<file path="src/rtl/wb_pkg.sv">
/*
  Shared definitions for the memory and write-back back end:
  widths, write-back source codes and load/store size codes
*/

package wb_pkg;

  // Default data width of the pipeline
  parameter int DEFAULT_XLEN = 32;

  // Register index into either register file
  typedef logic [4:0] reg_addr_t;

  // Integer write-back source select
  typedef logic [2:0] wb_sel_t;

  localparam wb_sel_t WB_ALU    = 3'd0;
  localparam wb_sel_t WB_MEM    = 3'd1;
  localparam wb_sel_t WB_PC4    = 3'd2;
  localparam wb_sel_t WB_MULDIV = 3'd3;
  localparam wb_sel_t WB_FPINT  = 3'd4;

  // Load/store size, same encoding as RISC-V funct3
  typedef logic [2:0] mem_size_t;

  localparam mem_size_t SIZE_B  = 3'd0;
  localparam mem_size_t SIZE_H  = 3'd1;
  localparam mem_size_t SIZE_W  = 3'd2;
  localparam mem_size_t SIZE_BU = 3'd4;
  localparam mem_size_t SIZE_HU = 3'd5;

  // FP exception flags, ordered NV DZ OF UF NX from bit 4 down to bit 0
  typedef logic [4:0] fflags_t;

endpackage

</file>
<file path="src/rtl/reg_file.sv">
/*
  Register file, 32 entries, one write port and one combinational read port
  Entry 0 can be tied to zero for the integer file
*/

`timescale 1ns/1ps

module reg_file #(
  parameter int XLEN     = 32,
  parameter bit ZERO_REG = 1'b1
) (
  input  logic               clk,
  input  logic               reset_n,
  input  logic               we,
  input  wb_pkg::reg_addr_t  waddr,
  input  logic [XLEN-1:0]    wdata,
  input  wb_pkg::reg_addr_t  raddr,
  output logic [XLEN-1:0]    rdata
);

  logic [XLEN-1:0] regs [32];
  logic            wr_allowed;

  // x0 stays zero when the file has a hardwired zero register
  assign wr_allowed = we && !(ZERO_REG && (waddr == '0));

  always_ff @(posedge clk or negedge reset_n) begin
    if (!reset_n) begin
      for (int i = 0; i < 32; i++) begin
        regs[i] <= '0;
      end
    end else if (wr_allowed) begin
      regs[waddr] <= wdata;
    end
  end

  assign rdata = regs[raddr];

endmodule

</file>
<file path="config.mk">
export PLATFORM = sky130hd
export DESIGN_NAME = reg_file
export DESIGN_NICKNAME = d
export VERILOG_FILES = /design/src/rtl/wb_pkg.sv /design/src/rtl/reg_file.sv
export SDC_FILE = /design/constraint.sdc
export NUM_CORES = 1
export LEC_CHECK = 0
export BUFFER_PORTS_ARGS = -buffer_cell sky130_fd_sc_hd__buf_2
export CAP_MARGIN = 20
export CORE_MARGIN = 3
export CORE_UTILIZATION = 57
export DETAILED_ROUTE_END_ITERATION = 6
export PLACE_DENSITY = 0.76
export SLEW_MARGIN = 20
export SYNTH_ARGS = -nofsm -noshare
export SYNTH_HDL_FRONTEND = slang
export SYNTH_SLANG_ARGS = --single-unit
</file>
<file path="constraint.sdc">
create_clock -name clk -period 2.4 [get_ports clk]
set_clock_uncertainty 0.2 [all_clocks]
set_input_delay 0.48 -clock clk [delete_from_list [all_inputs] [get_ports clk]]
set_output_delay 0.48 -clock clk [all_outputs]
set_load 0.02 [all_outputs]
</file>
# --- Word-level counts from Yosys, hierarchy flattened ---
# Cells that the tools add are included.
# Widths: inputs -> output; s select.
totals:
  output_inout_bits: 32
  elab_cells: 47
  regBits: 1024
  inputBits: 45
classes:
  muxes: 6
  n_reduce_logical: 4
  magnitude_cmp: 3
  n_bitwise: 2
op_table:
  columns: ["cell", "n"]
  rows:
  - ["$bwmux 1024", 1]
  - ["$bmux 32 s5", 1]
  - ["$demux 32 s5", 1]
  - ["$mux 32", 3]
  - ["$ge 6x6->1 const B", 2]
  - ["$not 5->6", 2]
  - ["$lt 6x1->1 const B", 1]
  - ["$logic_not 5->1", 1]
  - ["$logic_and 1x1->1", 2]
  - ["$logic_not 1->1", 1]

# --- Logic depth before layout (Yosys ltp) ---
logic_depth:
  ltp_word: 6
  ltp_mapped: 8
  ltp_nobuf: 5

# --- Worst setup path before layout ---
# Ideal clock, no wire load.
synth_path:
  path_kind: "input to output"
  startpoint: "in raddr[1]"
  endpoint: "out rdata[11]"
  cell_stages: 8
  n_path_buf: 4
  path_slack_ns: -0.155
  t_required_ns: 1.720
  arrival_ns: 1.875
  cell_sequence: "buf_2 buf_2 buf_4 buf_2 mux2i_1 a22oi_1 a31oi_1 nand3_1"
synth_via:
  elab_chain_len: 4
synth_lines:
  columns: ["item", "line", "text"]
  rows:
  - ["start: declaration", "reg_file.sv:17", "input wb_pkg::reg_addr_t raddr,"]
  - ["$not 5->6 (implied by the code)", "reg_file.sv:37", "assign rdata = regs[raddr];"]
  - ["$bmux 32 s5", "reg_file.sv:37", null]
  - ["$mux 32 (implied by the code) (2 in a row)", "reg_file.sv:37", null]
  - ["end: declaration", "reg_file.sv:18", "output logic [XLEN-1:0] rdata"]
# Every way passes these cells. The select of a mux whose other input is x is not followed.

# --- Worst setup path after layout ---
layout_path:
  startpoint: "in raddr[1]"
  endpoint: "out rdata[17]"
# Same word-level chain as after synthesis.

==> impl_metrics.toml <==
[die]
rows = 104
coreArea_um2 = 80810
die_area_um2 = 85440
start_util = 0.5782
die_w_um = 292.3
pin_count = 77
die_h_um = 292.3

[logic_synthesis]
synth_area_leaders = "dfrtp_1 55%, mux2_2 23%, mux2i_1 11%, buf_2 1.6%, a22oi_1 1.5%"
synth_seq_cells = 1024
yosysTopAreaCell = "dfrtp_1"
syn-num-nets = 3496
synth_cell_types = 25
async_flop_share = 1.000
synthFlopType = "dfrtp_1"
syn_area_um2 = 46720
synth_top_area_share = 0.5485
seq_area_frac_synth = 0.5485
yosys_warnings = 0
synth_cells = 3451
synth_common_cells = "1024 x dfrtp_1, 965 x mux2_2, 512 x mux2i_1"
synth.avg_cell_area_um2 = 13.54
synth_edf_count = 0
synth.most_common_cell = "dfrtp_1"

[power_and_ir_drop]
peakVddDrop_mv = 0.5780
p_leak_nw = 26.80
pwr_density_cell_nw_per_um2 = 843.3

[placement]
dp_hpwl_mm = 78.86
dp.cells = 4531
port_buffers = 76
place_congestion = 0.8481

[timing]
setup_ws_ps = -370.8
setup_viol = 32
worst_slew_pin_slew_ps = 679.8
hold_viol_final = 0
slew_headroom = 0.5468
rsz0062_at_grt = "true"
drv_slew = 0
min_period_over_period = 1.155
period_needed_ps = 2771
timing.fmax_mhz = 360.9
tns_ps = -8312

[global_route]
grt_pass1_vias = 32990
grt_pass1_wl_mm = 205.6
grt_max_degree = 101
antenna_found_initial = 5
overflow = 0
grt_usage = 0.3168

[routing]
drtPass1Iterations = 7
avgViaCountPerCell = 6.455
ant_nets = 0
via_count = 30980
drcViolationCount = 0
wire_per_inst_um = 28.26
drtIter0Drc = 2544
wirelength_mm = 135.6

[setup_path]
cp.arrival_ps = 2090
cpPeakStageDelay_ps = 240
crit_chain = "buf_16 > buf_12 > buf_12 > buf_12 > mux2i_2 > a22o_1 > nor3_1 > a31oi_1 > nand3_2 > buf_2"
cp-start-kind = "primary input"
crit_type = "primary input to output pin"
crit_required_ps = 1720
end_kind = "output pin"
cp_slowest_cell = "mux2i_2"
crit_path_frequent_cell = "buf_12"
cp_max_fo = 12
cp_num_buf_inv = 5
critical-path-top-delay-family = "buffers and inverters"

[finish]
reg_top3 = "regs: 1024 flops"
drive_gt1_frac = 0.4608
largest_register_ffs = 1024
largest-register = "regs"
nets = 3698
area_growth_pct = 20.96
final_cells = 4800

[clock_network]
cts_buffer_depth = 3
h-tree-depth = 3
clk_pin_slew_ps = 60
cts_tree = "yes"
clock_latency_ps = 660
cts_buffers = 102
cts_root_buf = "clkbuf_16"
clock-sinks = 1024

[status]
status = "complete, but fails checks"
violations = "negative setup slack"

[job]
max_cap_viol_count = 0

[hold_path]
hp-class = "primary input to async pin"
routing by layer:
| metal | vias up | routed length [µm] | global-route usage | share of wire |
|---|---|---|---|---|
| met2 | 1269 | 63840 | 0.5060 | 0.47 |
| met1 | 16550 | 57020 | 0.4388 | 0.42 |
| met3 | 312 | 9565 | 0.05285 | 0.071 |
| met5 | - | 0 | 0 | 0 |
| li1 | 12860 | - | - | - |
| met4 | 0 | 5212 | 0.1235 | 0.038 |
cells in the final DEF, fill, tap and decap left out, types with 23 or more instances in the layout:
master	count
a22oi_1	91
mux2_1	27
nand3_1	69
buf_2	43
buf_4	208
mux2_2	965
nand2_1	98
nor3_2	24
buf_12	111
nand3_2	25
a22o_1	64
dfrtp_1	1024
buf_16	25
buf_6	53
clkbuf_8	23
a21oi_1	93
clkbuf_16	104
mux2i_1	494
per-stage QoR:
step / worst slack (ps) / instance area [µm²] / power [W] / utilization / hold WS, ps
floorplan: -26.13 / 46880 / 0.02716 / - / -15.59
global placement: -409.2 / 50830 / 0.02918 / 0.6291 / 164.0
detailed placement: -415.9 / 50830 / 0.02986 / 0.6291 / 164.6
CTS: -317.0 / 56260 / 0.04751 / 0.6963 / 101.0
global route: -404.3 / 56510 / 0.04943 / 0.6993 / 130.9
finish: -370.8 / 56510 / 0.04766 / 0.6994 / 103.9
layout make-up:
class | instances | area [µm²]
flip-flops and latches | 1024 | 25620
fillers | 5111 | 24290
multi-input cells | 2072 | 20310
repair buffers | 453 | 5589
clock buffers | 140 | 2947
well taps | 1060 | 1326
clock inverters | 46 | 700.7
diodes | 5 | 12.51
power breakdown:
part           switching, W  total (W)  leakage [nW]  internal [W]
Combinational       0.00359    0.00806          11.9       0.00447
Clock               0.00691     0.0172          1.80        0.0103
Sequential          0.00183     0.0224          13.1        0.0205
logic make-up after synthesis:
group                  Yosys count  synth area share
AO/OA/AOI/OAI                  288           0.04199
AND/OR/NAND/NOR                279           0.02775
flip-flops                    1024            0.5485
buffers and inverters          356           0.03299
multiplexers                  1504            0.3488
worst paths after layout:
kind / start / end / slack (ps) / cells past startpoint
worst max register to register: regs[778]$_DFFE_PN0P_ / regs[778]$_DFFE_PN0P_ / 1180 / 3
worst max-delay path: raddr[1] / rdata[17] / -370 / 10
max in group asynchronous: reset_n / regs[446]$_DFFE_PN0P_ / 930 / 4
min in group clk: regs[992]$_DFFE_PN0P_ / regs[992]$_DFFE_PN0P_ / 180 / 0
worst min register to register: regs[992]$_DFFE_PN0P_ / regs[992]$_DFFE_PN0P_ / 180 / 0
worst min-delay path: reset_n / regs[197]$_DFFE_PN0P_ / 100 / 2
timing repair:
item                                    4_1_cts  5_1_grt
cloned                                       21        1
buffers inserted                             51       10
hold buffers                                  1        0
pin swaps                                    64       56
resized for setup                           187       38
hold endpoints to repair                    214        0
endpoints found under the setup margin       32       32
Power figures use the tool's default switching activity.
