### src/rtl/wb_pkg.sv
/*
  Shared definitions for the memory and write-back back end:
  widths, write-back source codes and load/store size codes
*/

package wb_pkg;

  // Default data width of the pipeline
  parameter int DEFAULT_XLEN = 32;

  // Register index into either register file
  typedef logic [4:0] reg_addr_t;

  // Integer write-back source select
  typedef logic [2:0] wb_sel_t;

  localparam wb_sel_t WB_ALU    = 3'd0;
  localparam wb_sel_t WB_MEM    = 3'd1;
  localparam wb_sel_t WB_PC4    = 3'd2;
  localparam wb_sel_t WB_MULDIV = 3'd3;
  localparam wb_sel_t WB_FPINT  = 3'd4;

  // Load/store size, same encoding as RISC-V funct3
  typedef logic [2:0] mem_size_t;

  localparam mem_size_t SIZE_B  = 3'd0;
  localparam mem_size_t SIZE_H  = 3'd1;
  localparam mem_size_t SIZE_W  = 3'd2;
  localparam mem_size_t SIZE_BU = 3'd4;
  localparam mem_size_t SIZE_HU = 3'd5;

  // FP exception flags, ordered NV DZ OF UF NX from bit 4 down to bit 0
  typedef logic [4:0] fflags_t;

endpackage

### src/rtl/wb_stage.sv
/*
  Write-back stage: picks the integer result source, drives both
  register-file write ports and keeps the sticky FP exception flags
*/

`timescale 1ns/1ps

module wb_stage #(
  parameter int XLEN = 32
) (
  input  logic               clk,
  input  logic               reset_n,
  input  logic               fflags_clear,
  input  logic               valid,
  input  logic               reg_write,
  input  logic               fp_reg_write,
  input  wb_pkg::wb_sel_t    wb_sel,
  input  wb_pkg::reg_addr_t  rd_addr,
  input  wb_pkg::reg_addr_t  fp_rd_addr,
  input  logic [XLEN-1:0]    alu_result,
  input  logic [XLEN-1:0]    mem_read_data,
  input  logic [XLEN-1:0]    pc_plus_4,
  input  logic [XLEN-1:0]    mul_div_result,
  input  logic [XLEN-1:0]    fp_result,
  input  logic [XLEN-1:0]    int_result_fp,
  input  wb_pkg::fflags_t    fp_flags,
  output logic               int_we,
  output wb_pkg::reg_addr_t  int_waddr,
  output logic [XLEN-1:0]    int_wdata,
  output logic               fp_we,
  output wb_pkg::reg_addr_t  fp_waddr,
  output logic [XLEN-1:0]    fp_wdata,
  output wb_pkg::fflags_t    fflags
);

  // Integer result source, unknown codes write zero
  always_comb begin
    case (wb_sel)
      wb_pkg::WB_ALU:    int_wdata = alu_result;
      wb_pkg::WB_MEM:    int_wdata = mem_read_data;
      wb_pkg::WB_PC4:    int_wdata = pc_plus_4;
      wb_pkg::WB_MULDIV: int_wdata = mul_div_result;
      wb_pkg::WB_FPINT:  int_wdata = int_result_fp;
      default:           int_wdata = '0;
    endcase
  end

  assign int_we    = valid && reg_write;
  assign int_waddr = rd_addr;

  // FLW takes the load data, everything else the FP unit result
  assign fp_we    = valid && fp_reg_write;
  assign fp_waddr = fp_rd_addr;
  assign fp_wdata = (wb_sel == wb_pkg::WB_MEM) ? mem_read_data : fp_result;

  // Sticky flags; a clear beats a same-cycle accumulation
  always_ff @(posedge clk or negedge reset_n) begin
    if (!reset_n) begin
      fflags <= '0;
    end else if (fflags_clear) begin
      fflags <= '0;
    end else if (valid && fp_reg_write) begin
      fflags <= fflags | fp_flags;
    end
  end

endmodule

### config.mk
export PLATFORM = sky130hd
export DESIGN_NAME = wb_stage
export DESIGN_NICKNAME = d
export VERILOG_FILES = /design/src/rtl/wb_pkg.sv /design/src/rtl/wb_stage.sv
export SDC_FILE = /design/constraint.sdc
export NUM_CORES = 1
export LEC_CHECK = 0
export BUFFER_PORTS_ARGS = -buffer_cell sky130_fd_sc_hd__buf_2
export CORE_AREA = 3 3 113 115
export DETAILED_ROUTE_END_ITERATION = 6
export DIE_AREA = 0 0 116 118
export PLACE_DENSITY = 0.47
export SKIP_CTS_REPAIR_TIMING = 1
export SLEW_MARGIN = 20
export SYNTH_ARGS = -nofsm -noshare
export SYNTH_HDL_FRONTEND = slang
export SYNTH_SLANG_ARGS = --single-unit
### constraint.sdc
create_clock -name clk -period 2.6 [get_ports clk]
set_input_delay 0.52 -clock clk [delete_from_list [all_inputs] [get_ports clk]]
set_output_delay 0.52 -clock clk [all_outputs]
set_load 0.05 [all_outputs]
* Word-level counts from Yosys, hierarchy flattened *
Cells that the tools add are included.

word-level totals
  register bits after elaboration = 5
  input bits = 216
  output and inout port bits = 81
  word-level logic and storage cells = 14

cells by class
  equality and inequality tests = 4
  mux-type cells = 4
  bitwise operators = 1
  reduce and logical (&&, ||, !) cells = 4

operators with widths
  cell                  count
  $pmux W32 S5          1
  $mux W32              1
  $mux W5               2
  $eq A3 B2 Y1 const B  2
  $or A5 B5 Y5          1
  $eq A3 B1 Y1 const B  1
  $eq A3 B3 Y1 const B  1
  $logic_not A3 Y1      1
  $logic_and A1 B1 Y1   2
  $reduce_bool A2 Y1    1

* Longest topological paths before layout *
  depth after elaboration = 3
  mapped depth = 5
  depth with buffers taken out = 3

* Worst setup path after synthesis *
Ideal clock, no wire load.

  path kind = input to output
  from = in wb_sel[0]
  to = out int_wdata[1]
  data arrival time = 1.961 ns
  required time = 2.080 ns
  slack = 0.119 ns
  cell stages on the path = 5
  buffers on the path = 2
  cells stage by stage = buf_6 > buf_2 > nor2b_1 > a22oi_1 > o22ai_1

between the ends
  longest elaborated chain between the ends = 2
  elaborated cells between the ends (all ways) = 6
  classes of those cells = eq/ne (4); mux (1); reduce/logical (1)

ends and longest elaborated chain
  element                                     line            text
  start: declaration                          wb_stage.sv:17  input wb_pkg::wb_sel_t wb_sel,
  $eq A3 B3 Y1, or another cell as far along  wb_stage.sv:38  case (wb_sel)
  $pmux W32 S5 *                              wb_stage.sv:38
  end: declaration                            wb_stage.sv:29  output logic [XLEN-1:0] int_wdata,

Mark *: on every way between the ends. The rest lies on a longest branch, timed or not.

* Worst setup path after layout *
  from = in wb_sel[0]
  to = out int_wdata[27]

Same word-level chain as after synthesis.

==> metrics.txt <==
# TYPE chip_impl_metric gauge
chip_impl_metric{name="die_x",unit="µm"} 116
chip_impl_metric{name="slew_violations",unit=""} 0
chip_impl_metric{name="clk_pin_slew_worst_paths",unit="ns"} 0.03
chip_impl_metric{name="hold-worst-slack",unit="ns"} 0.1011
chip_impl_metric{name="synthesis_warning_total",unit=""} 0
chip_impl_metric{name="detail_route.iter0.violations",unit=""} 46
chip_impl_metric{name="r2r.worst_path.cells",unit=""} 2
chip_impl_metric{name="clk_latency",unit="ns"} 0.23
chip_impl_metric{name="power_density",unit="nW/µm²"} 333.8
chip_impl_metric{name="numPortBuffers",unit=""} 276
chip_impl_metric{name="clock_sinks",unit=""} 5
chip_impl_info{name="cp-start-kind",value="primary input"} 1
chip_impl_metric{name="place_hpwl",unit="mm"} 8.827
chip_impl_metric{name="ys_types",unit=""} 26
chip_impl_metric{name="dr_total_vias",unit=""} 2816
chip_impl_metric{name="routabilityCongestion",unit=""} 0.8452
chip_impl_metric{name="grt_pass1_wl",unit="mm"} 15.10
chip_impl_metric{name="worst_pin_slew",unit="ns"} 0.3862
chip_impl_metric{name="wl_per_cell",unit="µm"} 16.32
chip_impl_info{name="path_cells",value="buf_2 > buf_12 > mux2_1 > a221o_1 > buf_2"} 1
chip_impl_metric{name="final_layout_size_suffix_gt1_share",unit="%"} 70.12
chip_impl_metric{name="place_inst",unit=""} 625
chip_impl_metric{name="antennaDiodeCount",unit=""} 0
chip_impl_metric{name="numCtsBuffers",unit=""} 3
chip_impl_metric{name="critPathMaxFanout",unit=""} 24
chip_impl_metric{name="grt_pass1_vias",unit=""} 2977
chip_impl_metric{name="synth.cell_area",unit="µm²"} 1953
chip_impl_metric{name="max_slew_margin",unit="%"} 74.25
chip_impl_metric{name="postSynthRegisterBits",unit=""} 5
chip_impl_metric{name="io_pins",unit=""} 297
chip_impl_metric{name="worst-path-stages",unit=""} 5
chip_impl_info{name="cpLargestDelayFamily",value="buffers and inverters"} 1
chip_impl_metric{name="vdd.ir_drop.worst",unit="mV"} 0.2701
chip_impl_metric{name="largest_register_ffs",unit=""} 5
chip_impl_info{name="layout_top_registers",value="fflags x5"} 1
chip_impl_metric{name="period_minus_slack",unit="ns"} 2.490
chip_impl_metric{name="setup_viol_count_final",unit=""} 0
chip_impl_metric{name="number_of_antenna_violations_at_the_first_check_in_global_routing",unit=""} 1
chip_impl_info{name="cpMostUsedCell",value="sky130_fd_sc_hd__buf_2"} 1
chip_impl_info{name="critPathSlowestCell",value="sky130_fd_sc_hd__mux2_1"} 1
chip_impl_metric{name="drv_cap",unit=""} 0
chip_impl_info{name="top_register",value="fflags"} 1
chip_impl_metric{name="cp.required",unit="ns"} 2.08
chip_impl_metric{name="fin_tns_setup",unit="ns"} 0
chip_impl_metric{name="syn_area_per_cell",unit="µm²"} 9.001
chip_impl_metric{name="dieArea",unit="µm²"} 13690
chip_impl_metric{name="hold_viol_final",unit=""} 0
chip_impl_metric{name="total_nets_final",unit=""} 699
chip_impl_metric{name="worst_clock_skew",unit="ns"} 0
chip_impl_metric{name="syn_nets",unit=""} 433
chip_impl_info{name="unrepaired_setup_endpoints_after_global_routing",value="no"} 1
chip_impl_info{name="status",value="finished, final reports clean"} 1
chip_impl_info{name="worstSetupPathType",value="in2out"} 1
chip_impl_info{name="hp-class",value="in2async"} 1
chip_impl_metric{name="grt_max_degree",unit=""} 25
chip_impl_metric{name="grtUsageTotal",unit="%"} 13.78
chip_impl_metric{name="detail_route.first_pass.iterations",unit=""} 4
chip_impl_metric{name="drc",unit=""} 0
chip_impl_metric{name="p_leak",unit="nW"} 1.950
chip_impl_metric{name="antenna_left",unit=""} 0
chip_impl_metric{name="critPathMaxStageDelay",unit="ns"} 0.40
chip_impl_metric{name="areaGrowthSynthToFinish",unit="%"} 81.74
chip_impl_metric{name="finalCritPeriodShare",unit="%"} 95.76
chip_impl_metric{name="ctsHtreeMaxLevel",unit=""} 1
chip_impl_metric{name="synth_cells",unit=""} 217
chip_impl_metric{name="timing.critical_path.arrival",unit="ns"} 1.97
chip_impl_info{name="cts.root.buffer_cell",value="sky130_fd_sc_hd__clkbuf_16"} 1
chip_impl_metric{name="design.core.area",unit="µm²"} 11910
chip_impl_metric{name="rows",unit=""} 40
chip_impl_metric{name="ctsLongestPathBuffers",unit=""} 2
chip_impl_metric{name="die_height",unit="µm"} 118
chip_impl_metric{name="timing.critical_path.buf_inv",unit=""} 3
chip_impl_metric{name="final_cell_count_no_fill",unit=""} 629
chip_impl_metric{name="fin_util",unit="%"} 29.80
chip_impl_metric{name="globalRouteOverflowTotal",unit=""} 0
chip_impl_metric{name="synth_seq_area_share",unit="%"} 6.406
chip_impl_info{name="cts_tree",value="built"} 1
chip_impl_metric{name="routed_via_density",unit=""} 4.477
chip_impl_metric{name="initial_utilization",unit="%"} 16.40
chip_impl_metric{name="detail_route.wirelength",unit="mm"} 10.27
chip_impl_info{name="critical_path.endpoint_type",value="output pin"} 1
chip_impl_metric{name="clock.fmax",unit="GHz"} 0.4016
## cell usage in the layout (no fill, tap or decap)
master,count
sky130_fd_sc_hd__buf_4,12
sky130_fd_sc_hd__a22o_1,1
sky130_fd_sc_hd__buf_12,4
sky130_fd_sc_hd__a22oi_1,8
sky130_fd_sc_hd__a221o_1,25
sky130_fd_sc_hd__mux2_2,37
sky130_fd_sc_hd__dfrtp_1,5
sky130_fd_sc_hd__nor2_4,1
sky130_fd_sc_hd__clkbuf_16,3
sky130_fd_sc_hd__nand2b_2,1
sky130_fd_sc_hd__inv_2,1
sky130_fd_sc_hd__mux4_2,1
sky130_fd_sc_hd__nor4b_1,2
sky130_fd_sc_hd__nor2_2,2
sky130_fd_sc_hd__nor3_4,1
sky130_fd_sc_hd__nor2_1,33
sky130_fd_sc_hd__and2_1,2
sky130_fd_sc_hd__mux2_1,26
sky130_fd_sc_hd__a21oi_1,5
sky130_fd_sc_hd__nor2b_1,1
sky130_fd_sc_hd__mux2i_1,27
sky130_fd_sc_hd__o22ai_1,4
sky130_fd_sc_hd__nand2b_1,1
sky130_fd_sc_hd__a211o_1,2
sky130_fd_sc_hd__clkbuf_1,1
sky130_fd_sc_hd__buf_2,275
sky130_fd_sc_hd__and2b_1,1
## cells in the mapped netlist
library cell,count,area [µm²]
sky130_fd_sc_hd__a211o_1,2,17.52
sky130_fd_sc_hd__a21oi_1,5,25.02
sky130_fd_sc_hd__a221o_1,25,250.2
sky130_fd_sc_hd__a22o_1,1,8.760
sky130_fd_sc_hd__a22oi_1,8,60.06
sky130_fd_sc_hd__and2_1,2,12.51
sky130_fd_sc_hd__and2b_1,1,7.510
sky130_fd_sc_hd__buf_1,1,3.750
sky130_fd_sc_hd__buf_2,6,30.03
sky130_fd_sc_hd__buf_4,18,135.1
sky130_fd_sc_hd__buf_6,4,45.04
sky130_fd_sc_hd__clkbuf_1,1,3.750
sky130_fd_sc_hd__dfrtp_1,5,125.1
sky130_fd_sc_hd__inv_2,1,3.750
sky130_fd_sc_hd__mux2_1,26,292.8
sky130_fd_sc_hd__mux2_2,37,416.7
sky130_fd_sc_hd__mux2i_1,27,270.3
sky130_fd_sc_hd__mux4_2,1,22.52
sky130_fd_sc_hd__nand2b_1,1,6.260
sky130_fd_sc_hd__nand2b_2,1,8.760
sky130_fd_sc_hd__nor2_1,33,123.9
sky130_fd_sc_hd__nor2_2,3,18.77
sky130_fd_sc_hd__nor2b_1,1,6.260
sky130_fd_sc_hd__nor3_4,1,16.27
sky130_fd_sc_hd__nor4b_1,2,17.52
sky130_fd_sc_hd__o22ai_1,4,25.02
## final cells by class
cell class              count  area (µm²)
clock buffers               4       78.83
fillers                  1303        8362
inverters                   1       3.754
multi-input cells         181        1612
flip-flops and latches      5       125.1
well taps                 147       183.9
repair buffers            291        1546
## logic make-up after synthesis
kind of cell           count (synthesis)  synth area share (%)
multiplexers                          91                 51.31
AO/OA/AOI/OAI                         45                 19.79
AND/OR/NAND/NOR                       45                 11.15
buffers and inverters                 31                 11.34
flip-flops                             5                 6.406
## power by group
group          internal, mW  switching, mW
combinational         0.317          0.531
sequential           0.0822        0.00222
clock                 0.203         0.0488
total                 0.602          0.582
## through the flow
step / total power, mW / worst slack [ns] / area, µm²
finish: 1.185 / 0.1103 / 3550
global route: 1.252 / 0.04815 / 3550
floorplan: 0.6811 / 0.1185 / 1953
global placement: 0.9314 / 0.1299 / 3471
detailed placement: 0.9382 / 0.1032 / 3471
CTS: 1.198 / 0.09303 / 3550
## metal layers
layer	wire length (µm)	part of all wire [%]	global-route usage (%)	vias up
met4	176	1.7	3.553	2
met1	3928	38	15.56	1285
met2	5327	52	26.12	152
li1	-	-	-	1361
met5	20	0.19	0	-
met3	814	7.9	2.262	16
## worst paths after layout
path,startpoint,to,slack (ns)
worst max register to register,fflags[2]$_DFFE_PN0P_,fflags[2]$_DFFE_PN0P_,1.94
min in group clk,fflags[0]$_DFFE_PN0P_,fflags[0]$_DFFE_PN0P_,0.50
worst min-delay path,reset_n,fflags[1]$_DFFE_PN0P_,0.10
max in group asynchronous,reset_n,fflags[4]$_DFFE_PN0P_,2.37
worst min register to register,fflags[0]$_DFFE_PN0P_,fflags[0]$_DFFE_PN0P_,0.50
worst max-delay path,wb_sel[0],int_wdata[27],0.11
No activity file was read; power rests on OpenSTA's default activity.
